## src/logic/dadda_consts.svh

```systemverilog
`ifndef DADDA_CONSTS_SVH
`define DADDA_CONSTS_SVH

// multiplier operand width
`define DADDA_OP_W 16

// full product, twice the operand width
`define DADDA_PROD_W (2 * `DADDA_OP_W)

// one partial-product row per multiplier bit
`define DADDA_ROWS `DADDA_OP_W

// rows consumed by one 4:2 compressor row
`define DADDA_COMP_RATIO 4

`endif

```

## src/logic/dadda_pkg.sv

```systemverilog
`default_nettype none

package dadda_pkg;

  `include "dadda_consts.svh"

  // single multiplicand or multiplier
  typedef logic [`DADDA_OP_W-1:0] operand_t;

  // one partial-product row, also the final result
  typedef logic [`DADDA_PROD_W-1:0] product_t;

  // operand pair on the input channel
  typedef struct packed {
    operand_t a;
    operand_t b;
  } operands_t;

  // row banks between the reduction levels
  typedef product_t [`DADDA_ROWS-1:0]   rows16_t;
  typedef product_t [`DADDA_ROWS/2-1:0] rows8_t;
  typedef product_t [`DADDA_ROWS/4-1:0] rows4_t;
  typedef product_t [`DADDA_ROWS/8-1:0] rows2_t;

endpackage

`default_nettype wire

```

## src/logic/partial_product_gen.sv

```systemverilog
`default_nettype none

`include "dadda_consts.svh"

module partial_product_gen (
  input  dadda_pkg::operands_t operands,
  output dadda_pkg::rows16_t   rows
);

  import dadda_pkg::*;

  // one AND-array row per bit of b
  for (genvar i = 0; i < `DADDA_ROWS; i++) begin : g_row
    operand_t a_masked;
    product_t a_wide;

    // a gated by multiplier bit i
    assign a_masked = operands.a & {`DADDA_OP_W{operands.b[i]}};

    // zero extend before the shift so no bits fall off
    assign a_wide = product_t'(a_masked);

    assign rows[i] = a_wide << i;
  end

endmodule

`default_nettype wire

```

## src/logic/compress_row_4_2.sv

```systemverilog
`default_nettype none

`include "dadda_consts.svh"

module compress_row_4_2 (
  input  dadda_pkg::rows4_t   row_in,
  output dadda_pkg::product_t sum,
  output dadda_pkg::product_t carry
);

  import dadda_pkg::*;

  product_t carry_unshifted;

  // returns {carry, sum}
  function automatic logic [1:0] full_add(input logic x, input logic y, input logic z);
    logic s;
    logic c;
    s = x ^ y ^ z;
    c = (x & y) | (x & z) | (y & z);
    return {c, s};
  endfunction

  // one 4:2 cell per bit, two chained full adders each
  always_comb begin
    logic [1:0] fa_hi;
    logic [1:0] fa_lo;
    logic       chain;

    // no carry into bit 0
    chain = 1'b0;
    for (int i = 0; i < `DADDA_PROD_W; i++) begin
      fa_hi = full_add(row_in[0][i], row_in[1][i], row_in[2][i]);
      fa_lo = full_add(fa_hi[0], row_in[3][i], chain);
      sum[i]             = fa_lo[0];
      carry_unshifted[i] = fa_lo[1];
      // lateral carry goes into the next cell
      chain = fa_hi[1];
    end
  end

  // carry row weighs one bit more, top carry is beyond the product
  assign carry = carry_unshifted << 1;

endmodule

`default_nettype wire

```

## src/logic/reduction_level.sv

```systemverilog
`default_nettype none

`include "dadda_consts.svh"

module reduction_level #(
  parameter int ROWS_IN = `DADDA_ROWS
) (
  input  dadda_pkg::product_t [ROWS_IN-1:0]   rows_in,
  output dadda_pkg::product_t [ROWS_IN/2-1:0] rows_out
);

  import dadda_pkg::*;

  localparam int GROUPS = ROWS_IN / `DADDA_COMP_RATIO;

  // each group of four rows becomes a sum and a carry row
  for (genvar g = 0; g < GROUPS; g++) begin : g_group
    rows4_t   group_rows;
    product_t group_sum;
    product_t group_carry;

    assign group_rows = rows_in[`DADDA_COMP_RATIO*g +: `DADDA_COMP_RATIO];

    compress_row_4_2 compress_row_4_2_inst (
      .row_in (group_rows),
      .sum    (group_sum),
      .carry  (group_carry)
    );

    // sum in the even slot, carry in the odd one
    assign rows_out[2*g]   = group_sum;
    assign rows_out[2*g+1] = group_carry;
  end

endmodule

`default_nettype wire

```

## src/logic/pipe_stage.sv

```systemverilog
`default_nettype none

module pipe_stage #(
  parameter type payload_t = logic
) (
  input  logic     clk,
  input  logic     arst_n,
  input  logic     up_valid,
  output logic     up_ready,
  input  payload_t up_data,
  output logic     dn_valid,
  input  logic     dn_ready,
  output payload_t dn_data
);

  logic load;

  // free slot, or the current entry leaves this cycle
  assign up_ready = !dn_valid || dn_ready;
  assign load     = up_ready && up_valid;

  always_ff @(posedge clk or negedge arst_n) begin
    if (!arst_n) begin
      dn_valid <= 1'b0;
    end else if (up_ready) begin
      dn_valid <= up_valid;
    end
  end

  always_ff @(posedge clk) begin
    if (load) begin
      dn_data <= up_data;
    end
  end

endmodule

`default_nettype wire

```

## src/logic/carry_propagate_adder.sv

```systemverilog
`default_nettype none

`include "dadda_consts.svh"

module carry_propagate_adder (
  input  dadda_pkg::rows2_t   rows,
  output dadda_pkg::product_t sum
);

  import dadda_pkg::*;

  product_t a_row;
  product_t b_row;

  assign a_row = rows[0];
  assign b_row = rows[1];

  // plain ripple chain, carry in is zero
  always_comb begin
    logic c;

    c = 1'b0;
    for (int i = 0; i < `DADDA_PROD_W; i++) begin
      sum[i] = a_row[i] ^ b_row[i] ^ c;
      c      = (a_row[i] & b_row[i]) | (a_row[i] & c) | (b_row[i] & c);
    end
    // final carry out is beyond 32 bits
  end

endmodule

`default_nettype wire

```

## src/logic/dadda_mult.sv

```systemverilog
`default_nettype none

`include "dadda_consts.svh"

module dadda_mult (
  input  logic                 clk,
  input  logic                 arst_n,
  input  logic                 in_valid,
  output logic                 in_ready,
  input  dadda_pkg::operands_t in_operands,
  output logic                 out_valid,
  input  logic                 out_ready,
  output dadda_pkg::product_t  out_product
);

  import dadda_pkg::*;

  rows16_t  pp_rows;
  rows8_t   lvl1_rows;
  rows8_t   s1_rows;
  rows4_t   lvl2_rows;
  rows4_t   s2_rows;
  rows2_t   lvl3_rows;
  rows2_t   s3_rows;
  product_t cpa_sum;

  logic s1_valid;
  logic s1_ready;
  logic s2_valid;
  logic s2_ready;
  logic s3_valid;
  logic s3_ready;

  // 16 rows from the AND array
  partial_product_gen partial_product_gen_inst (
    .operands (in_operands),
    .rows     (pp_rows)
  );

  // 16 to 8, ahead of the first register
  reduction_level #(.ROWS_IN(`DADDA_ROWS)) reduction_level_1_inst (
    .rows_in  (pp_rows),
    .rows_out (lvl1_rows)
  );

  pipe_stage #(.payload_t(rows8_t)) pipe_stage_1_inst (
    .clk      (clk),
    .arst_n   (arst_n),
    .up_valid (in_valid),
    .up_ready (in_ready),
    .up_data  (lvl1_rows),
    .dn_valid (s1_valid),
    .dn_ready (s1_ready),
    .dn_data  (s1_rows)
  );

  // 8 to 4
  reduction_level #(.ROWS_IN(`DADDA_ROWS/2)) reduction_level_2_inst (
    .rows_in  (s1_rows),
    .rows_out (lvl2_rows)
  );

  pipe_stage #(.payload_t(rows4_t)) pipe_stage_2_inst (
    .clk      (clk),
    .arst_n   (arst_n),
    .up_valid (s1_valid),
    .up_ready (s1_ready),
    .up_data  (lvl2_rows),
    .dn_valid (s2_valid),
    .dn_ready (s2_ready),
    .dn_data  (s2_rows)
  );

  // 4 to 2
  reduction_level #(.ROWS_IN(`DADDA_ROWS/4)) reduction_level_3_inst (
    .rows_in  (s2_rows),
    .rows_out (lvl3_rows)
  );

  pipe_stage #(.payload_t(rows2_t)) pipe_stage_3_inst (
    .clk      (clk),
    .arst_n   (arst_n),
    .up_valid (s2_valid),
    .up_ready (s2_ready),
    .up_data  (lvl3_rows),
    .dn_valid (s3_valid),
    .dn_ready (s3_ready),
    .dn_data  (s3_rows)
  );

  // last two rows merged into the product
  carry_propagate_adder carry_propagate_adder_inst (
    .rows (s3_rows),
    .sum  (cpa_sum)
  );

  // output register holds the product under back-pressure
  pipe_stage #(.payload_t(product_t)) pipe_stage_4_inst (
    .clk      (clk),
    .arst_n   (arst_n),
    .up_valid (s3_valid),
    .up_ready (s3_ready),
    .up_data  (cpa_sum),
    .dn_valid (out_valid),
    .dn_ready (out_ready),
    .dn_data  (out_product)
  );

endmodule

`default_nettype wire

```

## config.mk

```make
export PLATFORM = sky130hd
export DESIGN_NAME = dadda_mult
export DESIGN_NICKNAME = d
export VERILOG_FILES = /design/src/logic/dadda_pkg.sv /design/src/logic/partial_product_gen.sv /design/src/logic/compress_row_4_2.sv /design/src/logic/reduction_level.sv /design/src/logic/pipe_stage.sv /design/src/logic/carry_propagate_adder.sv /design/src/logic/dadda_mult.sv
export VERILOG_INCLUDE_DIRS = /design/src /design/src/logic
export SDC_FILE = /design/constraint.sdc
export NUM_CORES = 1
export LEC_CHECK = 0
export BUFFER_PORTS_ARGS = -buffer_cell sky130_fd_sc_hd__clkbuf_2
export CAP_MARGIN = 20
export CELL_PAD_IN_SITES_DETAIL_PLACEMENT = 1
export CELL_PAD_IN_SITES_GLOBAL_PLACEMENT = 1
export CORE_AREA = 2 2 220 222
export DETAILED_ROUTE_END_ITERATION = 7
export DIE_AREA = 0 0 222 224
export GPL_TIMING_DRIVEN = 1
export HOLD_SLACK_MARGIN = 0.06
export PLACE_DENSITY_LB_ADDON = 0.1
export RECOVER_POWER = 50
export REMOVE_ABC_BUFFERS = 1
export SETUP_SLACK_MARGIN = 0.1
export SLEW_MARGIN = 20
export SYNTH_ARGS = -nofsm -noshare
export SYNTH_HDL_FRONTEND = slang
export SYNTH_SLANG_ARGS = --single-unit
```

## constraint.sdc

```tcl
create_clock -name clk -period 16.4 [get_ports clk]
set_input_delay 0.82 -clock clk [delete_from_list [all_inputs] [get_ports clk]]
set_output_delay 0.82 -clock clk [all_outputs]
set_load 0.005 [all_outputs]
```

==> metrics.txt, run 1 <==
Post-Syn Area=0.0165 mm²; Critical Path RT=16.68 ns; Crit. End Element=register; drt wl/cell=20.1 µm; Non-Filler Instances=1643; Congestion Overflow GR=0; Core Area=0.0473 mm²; Worst path max stage delay=0.50 ns; Root Buffer=clkbuf_16; Clk pin slew, worst setup/hold paths=0.06 ns; crit path buf inv count=0; CTS tree=yes; # resized after CTS=0; Slew Limit Fails=115; kind of cell adding the most delay to the critical path=adder cells; GRT Resource Usage Total=14.1%; Final ANT Viol Nets=0; Power Internal=0.00194 W; num rows=80; Psw=0.000713 W; Max Cap Violations=3; Placed Area=0.0175 mm²; max frequency=85.5 MHz; # DRC=0; Cell variety after synth=17; combinational share of power=19.7%; RSZ-0062 raised after global routing=false; most frequent CP cell=fa_1; Clk network pwr share=32.4%; Period minus WS final=11.69 ns; die area=0.0497 mm²; drt total wl=33.0 mm; Rel. slew slack=-102%; Area Growth Syn to Fin=13.6%; status=finished with violations; clk_skew=0.0126 ns; port buffer count=69; final setup margin=4.71 ns; via count=7432; Cells after Synth=916; Final setup viols=0; worst skew pair latency=0.53 ns; fillers=4614; period utilization=71.3%; DR pass1 iterations=4; share of cells above drive strength 1=9.53%; register area share after synthesis=57.7%; switching share of total power=26.8%; P per Cell Area=142 mW/mm²; largest net degree at the start of global routing=77; ant diodes=0; Least-Margin Pin Slew=3.03 ns; fin util=39.5%; Die Height=224 µm; VDD IR max=0.0568 mV; post-DP HPWL=23.5 mm; startpoint types=register; Initial Utilization=34.7%; Layout Nets=1302; vias in the first global route=8530; FF+latch count, synth=317; violated checks=capacitance limit, slew limit; Die X=222 µm; Yosys warning count=0; arrival time at the worst endpoint=11.98 ns; dpl cells=1573; WS Path Type=reg2reg; CTS Buf Count=39; Vias/cell=4.52; Placement Setup Slack=4.55 ns; 1st-iter DRT viols=478; syn avg cell area=18.0 µm²; Tightest Hold Check Type=reg2reg; CTS H-tree depth=2; sequential share of power=47.9%; Final Cell Area=0.0187 mm²; leakage power=7.10 nW; crit path max fanout=1; cell at the slowest stage of the critical path=fa_1; first-pass GRT wire length=52.3 mm; Boundary Pins=70; Fin. Hold Viols=0; RePlAce Congestion=0.719; clock sink count=317; initial antenna violation count=0; worst-case clock buffer depth=3; setup tns final=0 ns
layout make-up:
class	instances	area [µm²]	area share [%]
Inverter	31	116	0.623
Tap cell	615	769	4.12
Multi-Input combinational cell	536	6670	35.7
Clock buffer	48	1050	5.63
Clock inverter	21	226	1.21
Sequential cell	317	9500	50.8
Timing Repair Buffer	75	353	1.89
cell families after synthesis:
kind of cell               synth area share (%)
DFF                                        57.7
adders and majority gates                  30.4
and+or+nand+nor                            10.0
buffers and inverters                      1.68
AOI/OAI and AO/OA                        0.0913
xor gates and xnor gates                  0.106
power by group through the flow:
stage                     Combinational [W]  Clock (W)  Sequential, W
after global placement             0.000547          0        0.00128
after detailed placement           0.000561          0        0.00129
after global routing               0.000630   0.000925        0.00129
after floorplan                    0.000314          0        0.00128
after CTS                          0.000564   0.000891        0.00128
final                              0.000523   0.000861        0.00127
synth_stat cells:
cell,count,share of area (%)
edfxtp_1,313,57
and2_1,249,9.5
fa_1,222,27
ha_1,44,3.3
inv_1,31,0.71
clkbuf_2,23,0.70
nand2_1,10,0.23
buf_2,9,0.27
dfrtp_1,4,0.61
nand2b_1,3,0.11
xnor2_1,2,0.11
a21boi_0,1,0.046
a21o_1,1,0.046
and4b_4,1,0.084
nand3b_1,1,0.046
nor2b_1,1,0.038
or2_1,1,0.038
layout by cell type (no fill, tap or decap), types with 4 or more instances in the layout:
cell type  count
clkbuf_16     41
and2_0        12
dfrtp_1        4
nand2_1       10
inv_1         31
bufinv_16      5
clkinv_1      11
fa_1         222
clkbuf_2      43
ha_1          44
edfxtp_1     313
clkbuf_1      35
and2_1       236
worst reg2reg max path, stage by stage (launching register included):
cell and delay [ns]:
edfxtp_1 0.38, ha_1 0.23, fa_1 0.46, fa_1 0.48, fa_1 0.46, fa_1 0.46
fa_1 0.46, fa_1 0.50, fa_1 0.48, fa_1 0.47, fa_1 0.46, fa_1 0.48
fa_1 0.47, fa_1 0.46, fa_1 0.46, fa_1 0.46, fa_1 0.46, fa_1 0.47
fa_1 0.46, fa_1 0.46, fa_1 0.46, fa_1 0.47, fa_1 0.46, fa_1 0.47
fa_1 0.45, xnor2_1 0.13
final timing paths:
kind / slack [ns] / from / endpoint / cells after the start
worst max-delay path: 4.71 / pipe_stage_3_inst.dn_data[7]$_DFFE_PP_ / pipe_stage_4_inst.dn_data[31]$_DFFE_PP_ / 25
worst min-delay path: 0.42 / pipe_stage_1_inst.dn_data[136]$_DFFE_PP_ / pipe_stage_2_inst.dn_data[72]$_DFFE_PP_ / 0
min in group asynchronous: 0.68 / arst_n / pipe_stage_4_inst.dn_valid$_DFFE_PN0P_ / 2
worst min register to register: 0.42 / pipe_stage_1_inst.dn_data[136]$_DFFE_PP_ / pipe_stage_2_inst.dn_data[72]$_DFFE_PP_ / 0
max in group asynchronous: 15.52 / arst_n / pipe_stage_2_inst.dn_valid$_DFFE_PN0P_ / 2
worst max register to register: 4.71 / pipe_stage_3_inst.dn_data[7]$_DFFE_PP_ / pipe_stage_4_inst.dn_data[31]$_DFFE_PP_ / 25
metrics by stage:
step | hold WS, ns | total power (W)
global placement | 0.403 | 0.00183
finish | 0.418 | 0.00266
CTS | 0.420 | 0.00273
detailed placement | 0.407 | 0.00185
floorplan | 0.400 | 0.00159
global route | 0.424 | 0.00285
routing by layer:
layer	GRT usage [%]	vias up	part of all wire [%]
li1	-	3255	-
met1	21.6	4015	52
met2	20.4	113	42
met3	2.56	49	3.8
met4	3.95	0	2.2
met5	0	-	0
sequential cells by signal, indices dropped and copies added (netlist names):
name,count
pipe_stage_1_inst.dn_valid,1
pipe_stage_2_inst.dn_data,84
pipe_stage_3_inst.dn_data,57
pipe_stage_1_inst.dn_data,140
pipe_stage_3_inst.dn_valid,1
pipe_stage_4_inst.dn_valid,1
pipe_stage_4_inst.dn_data,32
pipe_stage_2_inst.dn_valid,1
timing repair:
item	4_1_cts	5_1_grt
hold endpoints to repair	4	0
setup buffers	0	0
hold buffers	1	0
(Power assumes the default switching activity.)
==> inputs of run 2 (changes only) <==
==> constraint.sdc (replaced) <==
create_clock -name clk -period 10.79 [get_ports clk]
set_input_delay 0.5395 -clock clk [delete_from_list [all_inputs] [get_ports clk]]
set_output_delay 0.5395 -clock clk [all_outputs]
set_load 0.005 [all_outputs]
==> run 2 against run 1 <==
  * The flow still finishes with violations (capacitance limit, slew limit)
  * Via count decreased by 1.4%
  * Worst hold slack lost 0.21 ns
  * Sequential share of layout area increased by 0.25 points
  * Count of clock-buffer cells in the layout shrank 4
  * Clock power rose by 37%
  * Maximum frequency is 13% higher
  * Total power is 48% higher
  * Non-clock buffer count stayed put
  * Cell count is 0.30% lower
  * Sequential power grew 53%
  * Worst setup slack got worse by 4.3 ns
  * Global-route usage down 0.14 points
==> metrics.txt, run 2 (synthesized netlist as in run 1, its figures left out) <==
die area=0.0497 mm² (unchanged); Most Crowded Layer GR=met1 (unchanged); Worst path max stage delay=0.44 ns (was 0.50 ns); largest net degree at the start of global routing=77 (unchanged); initial antenna violation count=3 (was 0); share of cells above drive strength 1=11.1% (was 9.53%); clk_skew=0.00999 ns (was 0.0126 ns); WS Path Type=reg2reg (unchanged); Psw=0.00108 W (was 0.000713 W); Fin. Hold Viols=0 (unchanged); most frequent CP cell=fa_2 (was fa_1); met2 usage=20.6% (was 20.4%); combinational share of power=20.8% (was 19.7%); GRT Resource Usage Total=13.9% (was 14.1%); CTS Buf Count=37 (was 39); Critical Path RT=11.07 ns (was 16.68 ns); # Post-CTS Setup Buffers=0 (unchanged); most frequent cells in the layout=edfxtp_1, and2_1, fa_1 (unchanged); Clk pin slew, worst setup/hold paths=0.05 ns (was 0.06 ns); Final ANT Viol Nets=0 (unchanged); Placement Setup Slack=-1.04 ns (was 4.55 ns); P per Cell Area=212 mW/mm² (was 142 mW/mm²); Rel. slew slack=-104% (was -102%); Period minus WS final=10.35 ns (was 11.69 ns); worst r2r path cells=25 (unchanged); clock sink count=317 (unchanged); routing usage on met3=2.65% (was 2.56%); post-DP HPWL=23.5 mm (about the same); most common cell after layout, fill and taps aside=edfxtp_1 (unchanged); most flop-heavy register=pipe_stage_1_inst.dn_data (unchanged); VDD IR max=0.0901 mV (was 0.0568 mV); Reg area=0.00950 mm² (unchanged); Area Growth Syn to Fin=13.0% (was 13.6%); Die X=222 µm (unchanged); CTS tree=yes (unchanged); Layout Nets=1300 (was 1302); Least-Margin Pin Slew=3.06 ns (was 3.03 ns); Final Cell Area=0.0186 mm² (was 0.0187 mm²); Core Area=0.0473 mm² (unchanged); worst skew pair latency=0.53 ns (about the same); vias in the first global route=8436 (was 8530); Congestion Overflow GR=0 (unchanged); startpoint types=register (unchanged); leakage power=7.00 nW (was 7.10 nW); Hold WS=0.211 ns (was 0.418 ns); Min-Delay Path Depth=2 (was 0); Final setup viols=0 (unchanged); Slew Limit Fails=111 (was 115); fillers=4646 (was 4614); status=finished with violations (unchanged); Root Buffer=clkbuf_16 (unchanged); max frequency=96.6 MHz (was 85.5 MHz); Max Cap Violations=3 (unchanged); worst-case clock buffer depth=3 (unchanged); CTS H-tree depth=2 (unchanged); Initial Utilization=34.7% (unchanged); via count=7330 (was 7432); crit path max fanout=1 (unchanged); drt total wl=32.9 mm (was 33.0 mm); largest registers=pipe_stage_1_inst.dn_data (140), pipe_stage_2_inst.dn_data (84), pipe_stage_3_inst.dn_data (57) (unchanged); Tightest Hold Check Type=in2reg (was reg2reg); # DRC=0 (unchanged); sequential share of power=49.2% (was 47.9%); grt met1 use=21.2% (was 21.6%); num rows=80 (unchanged); final setup margin=0.442 ns (was 4.71 ns); port buffer count=69 (unchanged); cell at the slowest stage of the critical path=fa_1 (unchanged); RSZ-0062 raised after global routing=false (unchanged); Placed Area=0.0175 mm² (unchanged); Die Height=224 µm (unchanged); Crit. End Element=register (unchanged); Largest register FFs=140 (unchanged); Clk network pwr share=30.0% (was 32.4%); fin util=39.3% (was 39.5%); 1st-iter DRT viols=303 (was 478); switching share of total power=27.3% (was 26.8%); drt wl/cell=20.1 µm (about the same); RePlAce Congestion=0.720 (was 0.719); arrival time at the worst endpoint=10.63 ns (was 11.98 ns); ant diodes=0 (unchanged); Power Internal=0.00286 W (was 0.00194 W); Multi-input gate area=0.00673 mm² (was 0.00667 mm²); period utilization=95.9% (was 71.3%); Boundary Pins=70 (unchanged); Vias/cell=4.47 (was 4.52); first-pass GRT wire length=51.8 mm (was 52.3 mm); violated checks=capacitance limit, slew limit (unchanged); DR pass1 iterations=4 (unchanged)
==> run 2: changes by cell type in the layout (fill, tap and decap cells not counted), sizes merged <==
cell	before	now
clkbuf	119	115
bufinv	5	2
inv	33	32
clkinv	14	17
==> run 2: path summary, 6_finish.rpt <==
| path | startpoint | endpoint | slack (ns) |
|---|---|---|---|
| worst max-delay path | pipe_stage_3_inst.dn_data[7]$_DFFE_PP_ | pipe_stage_4_inst.dn_data[31]$_DFFE_PP_ | 0.44 |
| worst min-delay path | in_valid | pipe_stage_1_inst.dn_valid$_DFFE_PN0N_ | 0.21 |
| worst max register to register | pipe_stage_3_inst.dn_data[7]$_DFFE_PP_ | pipe_stage_4_inst.dn_data[31]$_DFFE_PP_ | 0.44 |
| worst min register to register | pipe_stage_3_inst.dn_data[3]$_DFFE_PP_ | pipe_stage_4_inst.dn_data[3]$_DFFE_PP_ | 0.42 |
| max in group asynchronous | arst_n | pipe_stage_2_inst.dn_valid$_DFFE_PN0P_ | 10.22 |
| min in group asynchronous | arst_n | pipe_stage_1_inst.dn_valid$_DFFE_PN0N_ | 0.38 |
==> run 2: worst max-delay path: cells and delay by family, from the launching register on <==
kind / cells / cell delay, ns
adder cells (fa/ha/maj): 24 / 9.64
flip-flops: 1 / 0.36
XOR/XNOR: 1 / 0.13
==> run 2: repair_timing <==
item                                    4_1_cts  5_1_grt
hold buffers                                  1        0
endpoints found under the setup margin        4        2
pin swaps                                     0        1
hold endpoints to repair                      4        0
resized for setup                            19        4
==> run 2: routing by layer <==
metal | wire, µm | vias to the layer above
met1 | 17200 | 3922
li1 | - | 3257
met3 | 1270 | 38
met2 | 13800 | 113
met5 | 0 | -
met4 | 557 | 0
==> run 2: power groups by stage <==
stage               clock network [W]  registers, W  logic [W]
floorplan                           0       0.00194   0.000478
global placement                    0       0.00195   0.000834
detailed placement                  0       0.00196   0.000860
CTS                           0.00124       0.00194   0.000878
global route                  0.00127       0.00197   0.000983
finish                        0.00118       0.00194   0.000818
==> run 2: stage by stage <==
| stage | total power [W] | TNS, ns | std cells |
|---|---|---|---|
| final | 0.00394 | 0 | 1638 |
| after global routing | 0.00423 | 0 | 1638 |
| after CTS | 0.00406 | 0 | 1638 |
| after detailed placement | 0.00282 | -2.48 | 1573 |
| after floorplan | 0.00242 | -130.03 | 884 |
| after global placement | 0.00279 | -2.38 | 1573 |
==> run 2: final cells by class <==
cell class | instances | share of cell area (%)
timing repair buffer | 75 | 1.88
clock buffer | 44 | 5.35
sequential | 317 | 51.1
clock inverter | 20 | 0.747
inverter | 31 | 0.626
multi-input combinational | 536 | 36.2
tap | 615 | 4.14
